<file path="src/common/if_pkg.sv">
// instruction fetch stage package
// widths, fixed debug entry addresses, selector enums and the structs
// passed between PC mux, prefetch buffer and IF-ID register

package if_pkg;

  //////////////////////////////////////////////////////////////////////
  // widths and depths
  //////////////////////////////////////////////////////////////////////

  // address and instruction word width
  localparam int unsigned ADDR_W       = 32;
  // boot and mtvec bases are aligned to 256 bytes
  localparam int unsigned BOOT_ALIGN_W = 8;

  // fetch buffer depth, also the cap on outstanding bus fetches
  localparam int unsigned FIFO_DEPTH   = 2;
  localparam int unsigned FIFO_PTR_W   = $clog2(FIFO_DEPTH);
  // counters must hold 0 .. FIFO_DEPTH inclusive
  localparam int unsigned CNT_W        = $clog2(FIFO_DEPTH + 1);

  typedef logic [ADDR_W-1:0] pc_t;

  // debug module entry points
  localparam pc_t DM_HALT_ADDR = 32'h1A11_0800;
  localparam pc_t DM_EXC_ADDR  = 32'h1A11_0808;

  //////////////////////////////////////////////////////////////////////
  // selectors
  //////////////////////////////////////////////////////////////////////

  // next-PC source
  typedef enum logic [2:0] {
    PC_BOOT = 3'd0,
    PC_JUMP = 3'd1,
    PC_EXC  = 3'd2,
    PC_ERET = 3'd3,
    PC_DRET = 3'd4
  } pc_sel_e;

  // kind of exception vector used with PC_EXC
  typedef enum logic [1:0] {
    EXC_PC_EXC     = 2'd0,
    EXC_PC_IRQ     = 2'd1,
    EXC_PC_DBD     = 2'd2,
    EXC_PC_DBG_EXC = 2'd3
  } exc_pc_sel_e;

  //////////////////////////////////////////////////////////////////////
  // structs
  //////////////////////////////////////////////////////////////////////

  // PC change command from the controller
  typedef struct packed {
    logic        pc_set;
    pc_sel_e     pc_mux;
    exc_pc_sel_e exc_pc_mux;
    logic [4:0]  irq_id;
  } pc_ctrl_t;

  // addresses supplied by the CSR file
  typedef struct packed {
    pc_t mepc;
    pc_t depc;
    pc_t mtvec;
  } csr_pc_t;

  typedef struct packed {
    logic req;
    pc_t  addr;
  } instr_bus_req_t;

  typedef struct packed {
    logic gnt;
    logic rvalid;
    pc_t  rdata;
    logic err;
  } instr_bus_rsp_t;

  // one fetched word as held in the fetch buffer
  typedef struct packed {
    pc_t  addr;
    pc_t  rdata;
    logic err;
  } fetch_entry_t;

  // IF-ID pipeline register contents
  typedef struct packed {
    pc_t  instr;
    pc_t  pc;
    logic fetch_err;
  } id_instr_t;

endpackage
</file>
<file path="src/verilog/if_id_reg.sv">
// IF-ID pipeline register
// takes the fetch buffer head when decode is ready and keeps the
// valid and new flags seen by the decode stage

`timescale 1ns/1ns

module if_id_reg (
  input  logic                 clk_i,
  input  logic                 rst_ni,
  input  if_pkg::fetch_entry_t fetch_i,
  input  logic                 fetch_valid_i,
  output logic                 fetch_ready_o,
  input  logic                 id_in_ready_i,
  input  logic                 pc_set_i,
  input  logic                 instr_valid_clear_i,
  output if_pkg::id_instr_t    instr_id_o,
  output logic                 instr_valid_id_o,
  output logic                 instr_new_id_o
);
  import if_pkg::*;

  logic      pop;
  logic      valid_d;
  logic      valid_q;
  logic      new_q;
  id_instr_t instr_q;

  // decode accepts whenever it is ready, the buffer pops on the handshake
  assign fetch_ready_o = id_in_ready_i;
  assign pop           = fetch_valid_i & fetch_ready_o;

  // a word taken in the pc_set cycle belongs to the old stream
  // valid then holds until decode clears it
  assign valid_d = (pop & ~pc_set_i) | (valid_q & ~instr_valid_clear_i);

  always_ff @(posedge clk_i or negedge rst_ni) begin
    if (!rst_ni) begin
      valid_q <= 1'b0;
      new_q   <= 1'b0;
    end else begin
      valid_q <= valid_d;
      // one-cycle pulse for every word entering decode
      new_q   <= pop;
    end
  end

  // frozen while decode stalls
  always_ff @(posedge clk_i) begin
    if (pop) begin
      instr_q.instr     <= fetch_i.rdata;
      instr_q.pc        <= fetch_i.addr;
      instr_q.fetch_err <= fetch_i.err;
    end
  end

  assign instr_id_o       = instr_q;
  assign instr_valid_id_o = valid_q;
  assign instr_new_id_o   = new_q;

endmodule

</file>
<file path="config.mk">
export PLATFORM = sky130hd
export DESIGN_NAME = if_id_reg
export DESIGN_NICKNAME = d
export VERILOG_FILES = /design/src/common/if_pkg.sv /design/src/verilog/if_id_reg.sv
export SDC_FILE = /design/constraint.sdc
export NUM_CORES = 1
export LEC_CHECK = 0
export BUFFER_PORTS_ARGS = -buffer_cell sky130_fd_sc_hd__buf_2
export CAP_MARGIN = 5
export CORE_ASPECT_RATIO = 0.9
export CORE_UTILIZATION = 43
export DETAILED_ROUTE_END_ITERATION = 6
export HOLD_SLACK_MARGIN = 0.03
export PLACE_DENSITY = 0.83
export SLEW_MARGIN = 40
export SYNTH_ARGS = -nofsm -noshare
export SYNTH_HDL_FRONTEND = slang
export SYNTH_SLANG_ARGS = --single-unit
</file>
<file path="constraint.sdc">
create_clock -name clk_i -period 1.05 [get_ports clk_i]
set_input_delay 0.105 -clock clk_i [delete_from_list [all_inputs] [get_ports clk_i]]
set_output_delay 0.105 -clock clk_i [all_outputs]
set_load 0.03 [all_outputs]
</file>
==> flow_summary.html <==
<table>
<tr><th>Metric</th><th>Value</th></tr>
<tr><th colspan="2">Cells and area</th></tr>
<tr><td>Number of diodes added for antenna fixing</td><td>0</td></tr>
<tr><td>Final Instance Area</td><td>roughly 3800 µm²</td></tr>
<tr><td>Share of layout cells above drive strength 1</td><td>0.535</td></tr>
<tr><td>Most common cell after layout, fill and taps aside</td><td>sky130_fd_sc_hd__buf_2</td></tr>
<tr><td>Signed area change from the synthesized netlist to the final layout</td><td>89.0%</td></tr>
<tr><td>NumNets Final</td><td>363</td></tr>
<tr><td>Most frequent cells in the layout</td><td>121 x sky130_fd_sc_hd__buf_2, 68 x sky130_fd_sc_hd__dlygate4sd3_1, 65 x sky130_fd_sc_hd__edfxtp_1</td></tr>
<tr><td>Number of standard cells in the layout, taps in and fillers out</td><td>roughly 360</td></tr>
<tr><th colspan="2">Timing</th></tr>
<tr><td>Setup-failing EPs final</td><td>7</td></tr>
<tr><td>Tmin final</td><td>1.11 ns</td></tr>
<tr><td>Transition at the pin with the smallest max-transition slack</td><td>0.188 ns</td></tr>
<tr><td>Fin. max-slew vios</td><td>0</td></tr>
<tr><td>Unrepaired setup endpoints after global routing</td><td>yes</td></tr>
<tr><td>Worst slew slack as a fraction of its limit</td><td>0.875</td></tr>
<tr><td>Final worst path period share</td><td>1.06</td></tr>
<tr><td>Final Hold Fails</td><td>0</td></tr>
<tr><td>Clock Skew</td><td>0 ns</td></tr>
<tr><td>Achievable clock frequency</td><td>902 MHz</td></tr>
<tr><td>Worst path setup slack after routing</td><td>-0.0586 ns</td></tr>
<tr><td>Worst hold margin</td><td>~0.085 ns</td></tr>
<tr><th colspan="2">Clock network</th></tr>
<tr><td>Number of buffers created by CTS</td><td>9</td></tr>
<tr><td>Clk pin slew, worst setup/hold paths</td><td>0.10 ns</td></tr>
<tr><td>Clock Root Buffer</td><td>sky130_fd_sc_hd__clkbuf_8</td></tr>
<tr><td>Post-CTS setup buffer count</td><td>0</td></tr>
<tr><td>H-tree level count</td><td>3</td></tr>
<tr><td>Insertion delay of the later-clocked pin in the worst-skew pair</td><td>0.33 ns</td></tr>
<tr><td>Sink Count</td><td>67</td></tr>
<tr><td>Clock tree buffer depth</td><td>2</td></tr>
<tr><td>TritonCTS clock tree</td><td>built</td></tr>
<tr><th colspan="2">Flow run</th></tr>
<tr><td>Max-cap violation count</td><td>0</td></tr>
<tr><th colspan="2">Logic synthesis</th></tr>
<tr><td>Synthesis warning total</td><td>0</td></tr>
<tr><td>Share of the yosys chip area belonging to registers</td><td>0.985</td></tr>
<tr><td>Synthesized instance count</td><td>72</td></tr>
<tr><td>Mean Syn Cell Area</td><td>28.2 µm²</td></tr>
<tr><td>Cell Area, Synth</td><td>~2000 µm²</td></tr>
<tr><td>Number of distinct library cell variants in the gate-level netlist after synthesis</td><td>6</td></tr>
<tr><td>Syn Nets</td><td>143</td></tr>
<tr><td>Synth Register Bits</td><td>67</td></tr>
<tr><th colspan="2">Outcome</th></tr>
<tr><td>Failing checks</td><td>setup timing</td></tr>
<tr><td>Result of the run</td><td>complete, but fails checks</td></tr>
<tr><th colspan="2">Drt</th></tr>
<tr><td>Router iterations before antenna repair</td><td>4</td></tr>
<tr><td>Initial drt markers</td><td>171</td></tr>
<tr><td>Per-cell via count in the routed design</td><td>4.81</td></tr>
<tr><td>Routed length per placed instance</td><td>23.4 µm</td></tr>
<tr><td>Wire length reported by the detailed router</td><td>8400 µm</td></tr>
<tr><td>Remaining number of nets flagged by the antenna check after routing</td><td>0</td></tr>
<tr><td>DRC Markers</td><td>0</td></tr>
<tr><td>Via count</td><td>~1,700</td></tr>
<tr><th colspan="2">Die</th></tr>
<tr><td>Placeable core region</td><td>between 4000 and 5000 µm²</td></tr>
<tr><td>Full die area</td><td>~5000 µm²</td></tr>
<tr><td>Initial core utilization</td><td>0.453</td></tr>
<tr><td>Horizontal die dimension</td><td>74.5 µm</td></tr>
<tr><td># rows</td><td>23</td></tr>
<tr><td>Top-level port count</td><td>139</td></tr>
<tr><td>Die Span Y</td><td>67.2 µm</td></tr>
<tr><th colspan="2">Power</th></tr>
<tr><td>Lkg Pwr</td><td>0.00163 µW</td></tr>
<tr><td>Peak supply drop</td><td>1.14 mV</td></tr>
<tr><td>Power density of the placed cells</td><td>1690 nW/µm²</td></tr>
<tr><th colspan="2">Global route</th></tr>
<tr><td>First-pass GRT wire length</td><td>10,400 µm</td></tr>
<tr><td>GR Util All Layers</td><td>0.319</td></tr>
<tr><td>Vias in the first global route</td><td>1,817</td></tr>
<tr><td>Sum of overflow across all layers after global routing</td><td>0</td></tr>
<tr><td>Number of antenna violations at the first check in global routing</td><td>0</td></tr>
<tr><td>Maximum number of pins on one net before global-route repair</td><td>25</td></tr>
<tr><th colspan="2">Critical path</th></tr>
<tr><td>Worst stage delay on the critical path</td><td>0.47 ns</td></tr>
<tr><td>Logic depth of the worst register-to-register path</td><td>2</td></tr>
<tr><td>WS Path Type</td><td>reg2out</td></tr>
<tr><td>Max stage delay cell, worst path</td><td>sky130_fd_sc_hd__edfxtp_1</td></tr>
<tr><td>Data required time of the worst path</td><td>approximately 0.94 ns</td></tr>
<tr><td>Startpoint type of the worst setup path</td><td>flip-flop</td></tr>
<tr><td>WP data arrival</td><td>1.00 ns</td></tr>
<tr><td>Cell family contributing the most delay on the critical path</td><td>flip-flops</td></tr>
<tr><td>Ordered list of cells on the worst path</td><td>buf_6</td></tr>
<tr><td>Sort of element at the end of the critical path</td><td>primary output</td></tr>
<tr><td>Critical path peak fanout</td><td>1</td></tr>
<tr><td>Logic depth of the worst path, buffers included</td><td>1</td></tr>
<tr><td>Worst Path Buf+Inv</td><td>1</td></tr>
<tr><th colspan="2">Hold path</th></tr>
<tr><td>Worst hold path cell count</td><td>3</td></tr>
<tr><td>Worst hold path type</td><td>in2reg</td></tr>
<tr><th colspan="2">Place</th></tr>
<tr><td>Pre-CTS setup slack</td><td>0.0830 ns</td></tr>
<tr><td>Global placement routability congestion</td><td>0.693</td></tr>
<tr><td>Area of placed instances</td><td>2870 µm²</td></tr>
<tr><td>Total placed cells including tap cells</td><td>275</td></tr>
<tr><td>DP HPWL</td><td>about 3200 µm</td></tr>
<tr><td>Number of input and output port buffers inserted</td><td>138</td></tr>
</table>
==> Yosys cell counts <==
library cell | instances | area share
sky130_fd_sc_hd__buf_4 | 1 | 0.0037
sky130_fd_sc_hd__dfrtp_1 | 2 | 0.025
sky130_fd_sc_hd__edfxtp_1 | 65 | 0.96
sky130_fd_sc_hd__inv_1 | 2 | 0.0037
sky130_fd_sc_hd__nand2_1 | 1 | 0.0018
sky130_fd_sc_hd__o22ai_2 | 1 | 0.0062
==> stage by stage <==
stage	TNS, ns	util	power [µW]
final	-0.111	0.856	6500
after floorplan	-28.41	-	3650
after CTS	0	0.836	6240
after global routing	-0.326	0.856	6640
after detailed placement	0	0.639	3980
after global placement	0	0.639	3960
==> final timing paths <==
path	start	end	slack [ns]
max in group asynchronous	rst_ni	instr_valid_id_o$_DFF_PN0_	0.78
max	instr_id_o[21]$_DFFE_PP_	instr_id_o[21]	-0.06
max reg2reg	instr_valid_id_o$_DFF_PN0_	instr_valid_id_o$_DFF_PN0_	0.39
min in group asynchronous	rst_ni	instr_new_id_o$_DFF_PN0_	0.15
min	id_in_ready_i	instr_valid_id_o$_DFF_PN0_	0.09
min reg2reg	instr_valid_id_o$_DFF_PN0_	instr_valid_id_o$_DFF_PN0_	0.58
==> cells by family (layout without fill, tap and decap cells) <==
group | Yosys count | in the layout | synth area share
flip-flops | 67 | 67 | 0.985
buffers and inverters | 3 | 228 | 0.00739
AO/OA/AOI/OAI | 1 | 1 | 0.00615
AND/OR/NAND/NOR | 1 | 1 | 0.00184
==> registers in the layout (all words and copies together), names as in the netlist <==
name,count
instr_id_o,65
instr_new_id_o,1
instr_valid_id_o,1
==> timing repair <==
action | CTS | global route
hold endpoints to repair | 68 | 0
hold buffers | 68 | 0
setup endpoints to repair | 1 | 16
gates resized for setup | 2 | 46
==> worst register-to-register path: stages, from the launching register on <==
cell                      delay, ns
sky130_fd_sc_hd__dfrtp_1       0.38
sky130_fd_sc_hd__inv_1         0.07
sky130_fd_sc_hd__o22ai_2       0.09
==> layer usage <==
metal | track usage | routed length [µm]
met4 | 0.142 | 177
met3 | 0.115 | 943
met2 | 0.510 | 4330
met1 | 0.393 | 2950
met5 | 0 | 0
==> cell type report <==
type                    instances  area, µm²
clock buffers                  11        141
clock inverters                 5       53.8
fillers                       204        646
inverters                       2       11.3
multi-input cells               2       32.5
flip-flops and latches         67       2000
well taps                      62       77.6
repair buffers                210       1530
==> where the power goes <==
part	total, µW	leakage (µW)	switching (µW)	internal (µW)
Sequential	3210	0.000636	76.5	3130
Combinational	1060	0.000900	619	443
Clock	2230	0.0000930	1070	1150
Total	6500	0.00163	1770	4730
No activity file was read; power rests on OpenSTA's default activity.
