**src/common/if_pkg.sv**
```systemverilog
// instruction fetch stage package
// widths, fixed debug entry addresses, selector enums and the structs
// passed between PC mux, prefetch buffer and IF-ID register

package if_pkg;

  //////////////////////////////////////////////////////////////////////
  // widths and depths
  //////////////////////////////////////////////////////////////////////

  // address and instruction word width
  localparam int unsigned ADDR_W       = 32;
  // boot and mtvec bases are aligned to 256 bytes
  localparam int unsigned BOOT_ALIGN_W = 8;

  // fetch buffer depth, also the cap on outstanding bus fetches
  localparam int unsigned FIFO_DEPTH   = 2;
  localparam int unsigned FIFO_PTR_W   = $clog2(FIFO_DEPTH);
  // counters must hold 0 .. FIFO_DEPTH inclusive
  localparam int unsigned CNT_W        = $clog2(FIFO_DEPTH + 1);

  typedef logic [ADDR_W-1:0] pc_t;

  // debug module entry points
  localparam pc_t DM_HALT_ADDR = 32'h1A11_0800;
  localparam pc_t DM_EXC_ADDR  = 32'h1A11_0808;

  //////////////////////////////////////////////////////////////////////
  // selectors
  //////////////////////////////////////////////////////////////////////

  // next-PC source
  typedef enum logic [2:0] {
    PC_BOOT = 3'd0,
    PC_JUMP = 3'd1,
    PC_EXC  = 3'd2,
    PC_ERET = 3'd3,
    PC_DRET = 3'd4
  } pc_sel_e;

  // kind of exception vector used with PC_EXC
  typedef enum logic [1:0] {
    EXC_PC_EXC     = 2'd0,
    EXC_PC_IRQ     = 2'd1,
    EXC_PC_DBD     = 2'd2,
    EXC_PC_DBG_EXC = 2'd3
  } exc_pc_sel_e;

  //////////////////////////////////////////////////////////////////////
  // structs
  //////////////////////////////////////////////////////////////////////

  // PC change command from the controller
  typedef struct packed {
    logic        pc_set;
    pc_sel_e     pc_mux;
    exc_pc_sel_e exc_pc_mux;
    logic [4:0]  irq_id;
  } pc_ctrl_t;

  // addresses supplied by the CSR file
  typedef struct packed {
    pc_t mepc;
    pc_t depc;
    pc_t mtvec;
  } csr_pc_t;

  typedef struct packed {
    logic req;
    pc_t  addr;
  } instr_bus_req_t;

  typedef struct packed {
    logic gnt;
    logic rvalid;
    pc_t  rdata;
    logic err;
  } instr_bus_rsp_t;

  // one fetched word as held in the fetch buffer
  typedef struct packed {
    pc_t  addr;
    pc_t  rdata;
    logic err;
  } fetch_entry_t;

  // IF-ID pipeline register contents
  typedef struct packed {
    pc_t  instr;
    pc_t  pc;
    logic fetch_err;
  } id_instr_t;

endpackage
```
**src/prefetch/prefetch_buffer.sv**
```systemverilog
// prefetch controller
// issues word fetches on the instruction bus, counts outstanding and
// stale responses, and pushes the live ones into the fetch buffer

`timescale 1ns/1ns

module prefetch_buffer (
  input  logic                   clk_i,
  input  logic                   rst_ni,
  input  logic                   req_i,
  input  logic                   branch_i,
  input  if_pkg::pc_t            branch_addr_i,
  output if_pkg::instr_bus_req_t bus_req_o,
  input  if_pkg::instr_bus_rsp_t bus_rsp_i,
  output if_pkg::fetch_entry_t   fetch_o,
  output logic                   fetch_valid_o,
  input  logic                   fetch_ready_i,
  output logic                   busy_o
);
  import if_pkg::*;

  pc_t              branch_addr_al;
  // address of the next request
  pc_t              req_addr_q;
  // address of the next live response
  pc_t              rsp_addr_q;
  // no fetching before the first branch after reset
  logic             fetch_en_q;
  logic [CNT_W-1:0] outst_q;
  logic [CNT_W-1:0] outst_d;
  logic [CNT_W-1:0] stale_q;
  logic [CNT_W-1:0] stale_d;
  logic [CNT_W-1:0] fifo_cnt;
  logic [CNT_W:0]   occupancy;
  logic             bus_req;
  logic             req_acc;
  logic             rsp_stale;
  logic             push;
  fetch_entry_t     push_entry;

  assign branch_addr_al = {branch_addr_i[ADDR_W-1:2], 2'b00};

  //////////////////////////////////////////////////////////////////////
  // request side
  //////////////////////////////////////////////////////////////////////

  // in-flight plus buffered words never exceed the buffer depth
  assign occupancy = {1'b0, outst_q} + {1'b0, fifo_cnt};

  // held low in the branch cycle, the new stream starts one cycle later
  assign bus_req   = req_i & fetch_en_q & ~branch_i & (occupancy < FIFO_DEPTH);
  assign req_acc   = bus_req & bus_rsp_i.gnt;
  assign bus_req_o = '{req: bus_req, addr: req_addr_q};

  always_ff @(posedge clk_i or negedge rst_ni) begin
    if (!rst_ni) begin
      fetch_en_q <= 1'b0;
      req_addr_q <= '0;
      rsp_addr_q <= '0;
    end else if (branch_i) begin
      fetch_en_q <= 1'b1;
      req_addr_q <= branch_addr_al;
      rsp_addr_q <= branch_addr_al;
    end else begin
      // sequential fetch, step by one word
      if (req_acc) begin
        req_addr_q <= req_addr_q + 32'd4;
      end
      if (push) begin
        rsp_addr_q <= rsp_addr_q + 32'd4;
      end
    end
  end

  //////////////////////////////////////////////////////////////////////
  // response side
  //////////////////////////////////////////////////////////////////////

  // responses come back in order, so stale ones are always the oldest
  assign rsp_stale = (stale_q != '0);

  always_comb begin
    outst_d = outst_q;
    if (req_acc && !bus_rsp_i.rvalid) begin
      outst_d = outst_q + 1'b1;
    end else if (!req_acc && bus_rsp_i.rvalid) begin
      outst_d = outst_q - 1'b1;
    end

    stale_d = stale_q;
    if (branch_i) begin
      // all remaining in-flight words belong to the old stream
      stale_d = bus_rsp_i.rvalid ? outst_q - 1'b1 : outst_q;
    end else if (bus_rsp_i.rvalid && rsp_stale) begin
      stale_d = stale_q - 1'b1;
    end
  end

  always_ff @(posedge clk_i or negedge rst_ni) begin
    if (!rst_ni) begin
      outst_q <= '0;
      stale_q <= '0;
    end else begin
      outst_q <= outst_d;
      stale_q <= stale_d;
    end
  end

  // drop stale words and anything arriving with the branch
  assign push       = bus_rsp_i.rvalid & ~rsp_stale & ~branch_i;
  assign push_entry = '{addr: rsp_addr_q, rdata: bus_rsp_i.rdata, err: bus_rsp_i.err};

  fetch_fifo i_fetch_fifo (
    .clk_i        (clk_i),
    .rst_ni       (rst_ni),
    .flush_i      (branch_i),
    .push_i       (push),
    .push_entry_i (push_entry),
    .pop_i        (fetch_ready_i),
    .head_o       (fetch_o),
    .valid_o      (fetch_valid_o),
    .count_o      (fifo_cnt)
  );

  assign busy_o = bus_req | (outst_q != '0);

  // requested addresses are clean word addresses
  req_addr_ok: assert property (@(posedge clk_i) disable iff (!rst_ni)
    bus_req |-> !$isunknown(req_addr_q) && (req_addr_q[1:0] == 2'b00));

  outst_max: assert property (@(posedge clk_i) disable iff (!rst_ni)
    outst_q <= FIFO_DEPTH);

  // the bus answers only what was granted earlier
  rvalid_granted: assert property (@(posedge clk_i) disable iff (!rst_ni)
    bus_rsp_i.rvalid |-> (outst_q != '0));

endmodule

```
**src/prefetch/fetch_fifo.sv**
```systemverilog
// fetch buffer
// in-order buffer of fetched words with address and error flag,
// cleared in one cycle on a branch

`timescale 1ns/1ns

module fetch_fifo (
  input  logic                     clk_i,
  input  logic                     rst_ni,
  input  logic                     flush_i,
  input  logic                     push_i,
  input  if_pkg::fetch_entry_t     push_entry_i,
  input  logic                     pop_i,
  output if_pkg::fetch_entry_t     head_o,
  output logic                     valid_o,
  output logic [if_pkg::CNT_W-1:0] count_o
);
  import if_pkg::*;

  fetch_entry_t          mem_q [FIFO_DEPTH];
  logic [FIFO_PTR_W-1:0] rd_ptr_q;
  logic [FIFO_PTR_W-1:0] wr_ptr_q;
  logic [CNT_W-1:0]      count_q;
  logic                  do_pop;

  // circular pointer step
  function automatic logic [FIFO_PTR_W-1:0] ptr_inc(input logic [FIFO_PTR_W-1:0] ptr);
    logic [FIFO_PTR_W-1:0] nxt;
    if (ptr == FIFO_PTR_W'(FIFO_DEPTH - 1)) begin
      nxt = '0;
    end else begin
      nxt = ptr + 1'b1;
    end
    return nxt;
  endfunction

  // pop only what is there
  assign do_pop = pop_i & valid_o;

  always_ff @(posedge clk_i or negedge rst_ni) begin
    if (!rst_ni) begin
      rd_ptr_q <= '0;
      wr_ptr_q <= '0;
      count_q  <= '0;
    end else if (flush_i) begin
      rd_ptr_q <= '0;
      wr_ptr_q <= '0;
      count_q  <= '0;
    end else begin
      if (push_i) begin
        wr_ptr_q <= ptr_inc(wr_ptr_q);
      end
      if (do_pop) begin
        rd_ptr_q <= ptr_inc(rd_ptr_q);
      end
      if (push_i && !do_pop) begin
        count_q <= count_q + 1'b1;
      end else if (!push_i && do_pop) begin
        count_q <= count_q - 1'b1;
      end
    end
  end

  // storage, a pushed word shows at the head from the next cycle
  always_ff @(posedge clk_i) begin
    if (push_i && !flush_i) begin
      mem_q[wr_ptr_q] <= push_entry_i;
    end
  end

  assign head_o  = mem_q[rd_ptr_q];
  assign valid_o = (count_q != '0);
  assign count_o = count_q;

  // the controller's request limit keeps room for every response
  no_push_full: assert property (@(posedge clk_i) disable iff (!rst_ni)
    push_i |-> (count_q < FIFO_DEPTH));

endmodule

```
**config.mk**
```make
export PLATFORM = sky130hd
export DESIGN_NAME = prefetch_buffer
export DESIGN_NICKNAME = d
export VERILOG_FILES = /design/src/common/if_pkg.sv /design/src/prefetch/prefetch_buffer.sv /design/src/prefetch/fetch_fifo.sv
export SDC_FILE = /design/constraint.sdc
export NUM_CORES = 1
export LEC_CHECK = 0
export BUFFER_PORTS_ARGS = -buffer_cell sky130_fd_sc_hd__buf_2
export CORE_MARGIN = 8
export CORE_UTILIZATION = 50
export CTS_CLUSTER_SIZE = 14
export DETAILED_ROUTE_END_ITERATION = 10
export HOLD_SLACK_MARGIN = 0.1
export PLACE_DENSITY_LB_ADDON = 0.25
export SYNTH_ARGS = -nofsm -noshare
export SYNTH_HDL_FRONTEND = slang
export SYNTH_SLANG_ARGS = --single-unit
```
**constraint.sdc**
```tcl
create_clock -name clk_i -period 17.3 [get_ports clk_i]
set_input_delay 3.46 -clock clk_i [delete_from_list [all_inputs] [get_ports clk_i]]
set_output_delay 3.46 -clock clk_i [all_outputs]
set_load 0.05 [all_outputs]
```
==> results of run 1 <==
[registers in the layout, indices dropped and copies added, names as in the netlist]
signal / cells
i_fetch_fifo.rd_ptr_q: 1
outst_q: 2
i_fetch_fifo.count_o: 2
stale_q: 2
fetch_en_q: 1
i_fetch_fifo.mem_q: 126
i_fetch_fifo.wr_ptr_q: 1
req_addr_q: 30
rsp_addr_q: 30
[power by group through the flow]
stage | combinational, mW | sequential [mW] | clock (mW)
after detailed placement | 0.364 | 0.593 | 0
after global routing | 0.385 | 0.590 | 0.459
after CTS | 0.365 | 0.584 | 0.438
after floorplan | 0.251 | 0.617 | 0
final | 0.361 | 0.585 | 0.430
after global placement | 0.357 | 0.590 | 0
[per-stage QoR]
step | total power [mW] | utilization, % | instance area [um^2] | cells | hold slack (ns)
final | 1.38 | 61.3 | 10200 | 1023 | 0.487
after global routing | 1.43 | 61.3 | 10200 | 1023 | 0.492
after CTS | 1.39 | 61.3 | 10200 | 1023 | 0.483
after detailed placement | 0.957 | 57.4 | 9560 | 991 | 0.466
after global placement | 0.947 | 57.4 | 9560 | 991 | 0.457
after floorplan | 0.868 | - | 8550 | 630 | 0.442
[worst max-delay path: stages]
cell and delay, ns:
buf_2 0.07, buf_4 0.53, nand4bb_4 0.29, o21ai_0 0.08, buf_2 0.21
[layout make-up]
type	instances	area, um^2	area share, %
Clock buffer	17	425	4.17
Clock inverter	15	225	2.21
Inverter	18	72.6	0.711
Multi-Input combinational cell	388	2830	27.8
Sequential cell	195	5510	54.0
Tap cell	220	275	2.70
Timing Repair Buffer	170	863	8.46
[placed cells by master (no fill, tap or decap), types with 3 or more instances in the layout]
cell	netlist	routed
o21ai_0	32	32
and3_1	9	9
conb_1	1	4
mux2_2	66	66
nand2b_1	4	4
buf_4	8	5
nor4_2	6	6
nor4_1	3	3
edfxtp_1	126	126
ha_1	5	5
a21oi_1	8	8
xor2_1	21	21
xnor2_1	19	19
and4_1	5	5
nand3_1	26	26
o221ai_1	3	3
buf_2	1	165
inv_1	17	17
nor3_1	7	6
nand4_1	15	15
nor2_1	24	24
o211ai_1	13	13
o311ai_0	12	12
nor4_4	3	3
bufinv_16	0	5
clkbuf_16	0	17
nand2_1	60	60
inv_6	1	7
a31oi_1	4	4
o21ai_1	9	9
dfrtp_1	69	68
or2_2	4	4
[metal layers]
layer,routed length [um],vias to the layer above,track usage [%]
li1,-,2664,-
met3,1400,28,5.41
met2,9480,219,29.7
met1,8200,2811,22.0
met5,0,-,0
met4,429,0,8.19
[kinds of logic (layout without fill, tap and decap cells)]
| family | Yosys count | count (layout) | share of synthesized area [%] |
|---|---|---|---|
| AOI/OAI and AO/OA | 89 | 89 | 6.63 |
| xor gates and xnor gates | 40 | 40 | 4.10 |
| adders and majority gates | 6 | 6 | 0.967 |
| buffers and inverters | 47 | 220 | 2.58 |
| DFF | 195 | 195 | 64.5 |
| muxes | 67 | 67 | 8.82 |
| other | 1 | 4 | 0.0439 |
| and+or+nand+nor | 182 | 182 | 12.4 |
[how the worst max path moves through the flow]
stage                  start                  endpoint  slack, ns  depth (start not counted)
global route        branch_i                    busy_o       9.11                          5
global placement    branch_i                    busy_o       9.20                          5
CTS                 branch_i                    busy_o       9.18                          5
detailed placement  branch_i                    busy_o       9.18                          5
finish              branch_i                    busy_o       9.19                          5
floorplan           branch_i  i_fetch_fifo.mem_q[1][0]       8.23                          3
==> run_results.csv, run 1 <==
group,metric,value,unit
worst_setup_path,start_kind,"primary input",
synth,ys.flop_type,"edfxtp_1",
drt,via_count,5722,
sta,maxSlewViolCount,0,
grt,grt_pass1_vias,5808,
floorplanning,num_rows,47,
synth,synth-edff-count,126,
synth,synth.distinct_cells,55,
clocking,h-tree-depth,4,
layout,nFillCells,1335,
sta,worst_pin_slew,0.954,ns
worst_hold_path,hold_start,"rsp_addr_q[21]",
clocking,clock-sinks,195,
power,sw_frac_of_total,33.8,%
floorplanning,io_pins,172,
worst_setup_path,arrival,4.65,ns
worst_setup_path,critPathRequiredTime,13.84,ns
job,maxCapViolCount,0,
worst_setup_path,reg2reg_slack,14.17,ns
worst_hold_path,min_path_type,"register to register",
grt,grtUsageTotal,18.2,%
drt,drtIter0Drc,386,
layout,diodes,0,
synth,synthMostInstantiatedCell,"edfxtp_1",
drt,routed_wl,19500,um
synth,synthArstFlopShare,35.4,%
clocking,clk_latency,0.43,ns
floorplanning,start_util,51.3,%
sta,fin_crit_sh,46.9,%
grt,antenna_found_initial,0,
synth,ys_seq_area_share,64.5,%
synth,syn_inst,627,
synth,synth_common_cells,"edfxtp_1, dfrtp_1, mux2_2, nand2_1, o21ai_0",
power,p_clk_share,31.3,%
worst_setup_path,reg2regPathDepth,8,
worst_hold_path,min_to,"i_fetch_fifo.mem_q[0][54]",
place,dp_hpwl,13500,um
power,p_per_area,135,nW/um^2
floorplanning,core_area,16600,um^2
drt,drt_pass1_iterations,5,
place,place.gp.congestion,0.855,
synth,synth_top_area_cell,"edfxtp_1",
power,p_switching,465,uW
sta,relSlewSlack,35.8,%
place,pre_cts_slack,9.18,ns
synth,synth_area,8540,um^2
layout,areaGrowthSynthToFinish,19.5,%
synth,syn_avg_cell_area,13.6,um^2
layout,nets,868,
synth,yosys_warnings,0,
grt,grt-ovfl-total,0,
clocking,postCtsSetupBuffers,0,
worst_setup_path,endpoint_kind,"primary output",
power,p_seq_share,42.5,%
clocking,cts_buffers,17,
power,p_int,910,uW
worst_setup_path,critPathMaxFanout,70,
place,io_buffers,165,
floorplanning,die-area,21500,um^2
sta,fmax,123,MHz
drt,viasPerCell,5.59,
synth,synth-seq-cells,195,
clocking,ctsHoldBuffers,0,
clocking,cts.clk_slew.worst_paths,0.06,ns
drt,wl_per_cell,19.1,um
power,vdd_ir_drop_max,0.0783,mV
worst_setup_path,crit_type,"primary input to primary output",
sta,min_period,8.11,ns
floorplanning,fp.dieW,147,um
sta,worst_slack,9.19,ns
synth,synth_top_area_share,44.3,%
power,p_leak,3.95,nW
clocking,root_buffer,"clkbuf_16",
sta,finalSetupTns,0,ns
clocking,cts_tree,"yes",
floorplanning,chipHeight,147,um
sta,setup_viol,0,
sta,hold_viol,0,
grt,grt_pass1_wl,30800,um
grt,grt_max_degree,71,
drt,remaining_drc_errors,0,
synth,ys_top_cells_by_area,"edfxtp_1, dfrtp_1, mux2_2",
drt,postRouteAntennaNets,0,
sta,fin_skew,0.0100,ns
power,combPwrFrac,26.2,%
worst_setup_path,timing.rr.end,"req_addr_q[16]",
layout,drive_above_1_share,36.2,%
worst_hold_path,hold_path_depth,0,
worst_setup_path,rr_startpoint,"i_fetch_fifo.count_o[0]",
outcome,status,"completed",
clocking,clockBufferDepth,2,
clocking,post_cts_resized,0,
sta,rsz0062_at_grt,"no",
Power figures use the tool's default switching activity.
==> inputs of run 2 (changes only) <==
Clock period 17.3 ns to 6.6 ns, I/O delays scaled along.
==> run_results.csv, run 2 (synthesis results as in run 1) <==
group,metric,value,unit
drt,wl_per_cell,19.0,um
drt,postRouteAntennaNets,0,
worst_setup_path,timing.rr.end,"req_addr_q[10]",
clocking,clockBufferDepth,2,
layout,nFillCells,1314,
sta,setup_viol,0,
place,place.gp.congestion,0.863,
grt,antenna_found_initial,0,
sta,worst_slack,2.75,ns
sta,hold_viol,0,
layout,final-seq-area,5510,um^2
clocking,root_buffer,"clkbuf_16",
clocking,clk_latency,0.43,ns
worst_setup_path,reg2regPathDepth,8,
outcome,status,"completed",
clocking,ctsHoldBuffers,0,
layout,drive_above_1_share,36.4,%
worst_setup_path,start_kind,"primary input",
sta,min_period,3.85,ns
clocking,post_cts_resized,0,
sta,worst_pin_slew,0.907,ns
clocking,cts_tree,"yes",
place,io_buffers,165,
clocking,cts_buffers,17,
power,vdd_ir_drop_max,0.221,mV
place,pre_cts_slack,2.47,ns
layout,diodes,0,
sta,finalSetupTns,0,ns
worst_setup_path,critPathMaxFanout,70,
layout,multi_input_area,2850,um^2
worst_hold_path,hold_path_depth,0,
clocking,postCtsSetupBuffers,0,
drt,drtIter0Drc,423,
worst_setup_path,critPathRequiredTime,5.28,ns
drt,routed_wl,19500,um
clocking,h-tree-depth,4,
drt,remaining_drc_errors,0,
drt,drt_pass1_iterations,4,
floorplanning,die-area,21500,um^2
layout,areaGrowthSynthToFinish,19.3,%
sta,fin_crit_sh,58.4,%
sta,hold_ws,0.481,ns
worst_hold_path,min_path_type,"register to register",
clocking,cts.clk_slew.worst_paths,0.06,ns
grt,grtUsageTotal,18.2,%
drt,viasPerCell,5.61,
grt,grt_max_degree,71,
layout,top_register,"i_fetch_fifo.mem_q",
layout,final_common_cell,"buf_2",
layout,nets,868,
worst_setup_path,rr_startpoint,"i_fetch_fifo.count_o[0]",
worst_setup_path,reg2reg_slack,3.39,ns
floorplanning,start_util,51.3,%
worst_setup_path,endpoint_kind,"primary output",
sta,relSlewSlack,39.0,%
sta,fmax,260,MHz
place,place_area,9570,um^2
job,maxCapViolCount,0,
layout,layout_common_cells,"buf_2, edfxtp_1, dfrtp_1, mux2_2, nand2_1",
grt,grt_pass1_wl,31100,um
drt,via_count,5738,
power,p_leak,3.94,nW
sta,rsz0062_at_grt,"no",
sta,fin_skew,0.0118,ns
worst_setup_path,crit_end,"busy_o",
worst_setup_path,arrival,2.53,ns
layout,top_regs,"i_fetch_fifo.mem_q: 126 flops, req_addr_q: 30 flops, rsp_addr_q: 30 flops",
floorplanning,core_area,16600,um^2
worst_hold_path,hold_start,"rsp_addr_q[21]",
worst_setup_path,crit_type,"primary input to primary output",
floorplanning,io_pins,172,
sta,maxSlewViolCount,0,
floorplanning,chipHeight,147,um
floorplanning,fp.dieW,147,um
layout,finish.instance_area,10200,um^2
grt,grt_pass1_vias,5888,
grt,grt-ovfl-total,0,
worst_setup_path,crit_start,"branch_i",
power,p_per_area,351,nW/um^2
layout,largest_reg_flops,126,
place,dp_hpwl,13500,um
floorplanning,num_rows,47,
clocking,clock-sinks,195,
[run 2: layout make-up]
class | instances | area share, %
clock buffer | 17 | 4.17
clock inverter | 15 | 1.96
inverter | 18 | 0.712
multi-input combinational | 388 | 27.9
sequential | 195 | 54.1
tap | 220 | 2.70
timing repair buffer | 170 | 8.47
[run 2: through the flow]
step	power, mW	cells	util (%)
finish	3.57	1023	61.3
global route	3.73	1023	61.3
CTS	3.61	1023	61.3
detailed placement	2.51	991	57.5
global placement	2.49	991	57.5
floorplan	2.27	630	-
[run 2: report_power, final]
group          switching (mW)  internal [mW]
combinational           0.678          0.272
sequential             0.0947           1.44
clock                   0.454          0.638
total                    1.23           2.35
[run 2: worst min path at each step]
stage,end,slack (ns)
after detailed placement,i_fetch_fifo.mem_q[0][54],0.47
final,i_fetch_fifo.mem_q[0][54],0.48
after global routing,i_fetch_fifo.mem_q[0][54],0.50
after floorplan,i_fetch_fifo.mem_q[0][54],0.44
after global placement,i_fetch_fifo.mem_q[0][54],0.46
after CTS,i_fetch_fifo.mem_q[0][54],0.48
[run 2: layer usage]
layer  routed length [um]  GRT usage [%]
met5                    0              0
met4                  439           7.88
met3                 1340           4.48
met2                 9520           29.8
met1                 8150           22.7
[run 2: critical path: stages]
cell and delay, ns:
buf_2 0.07, buf_4 0.53, nand4bb_4 0.28, o21ai_0 0.08
buf_2 0.22
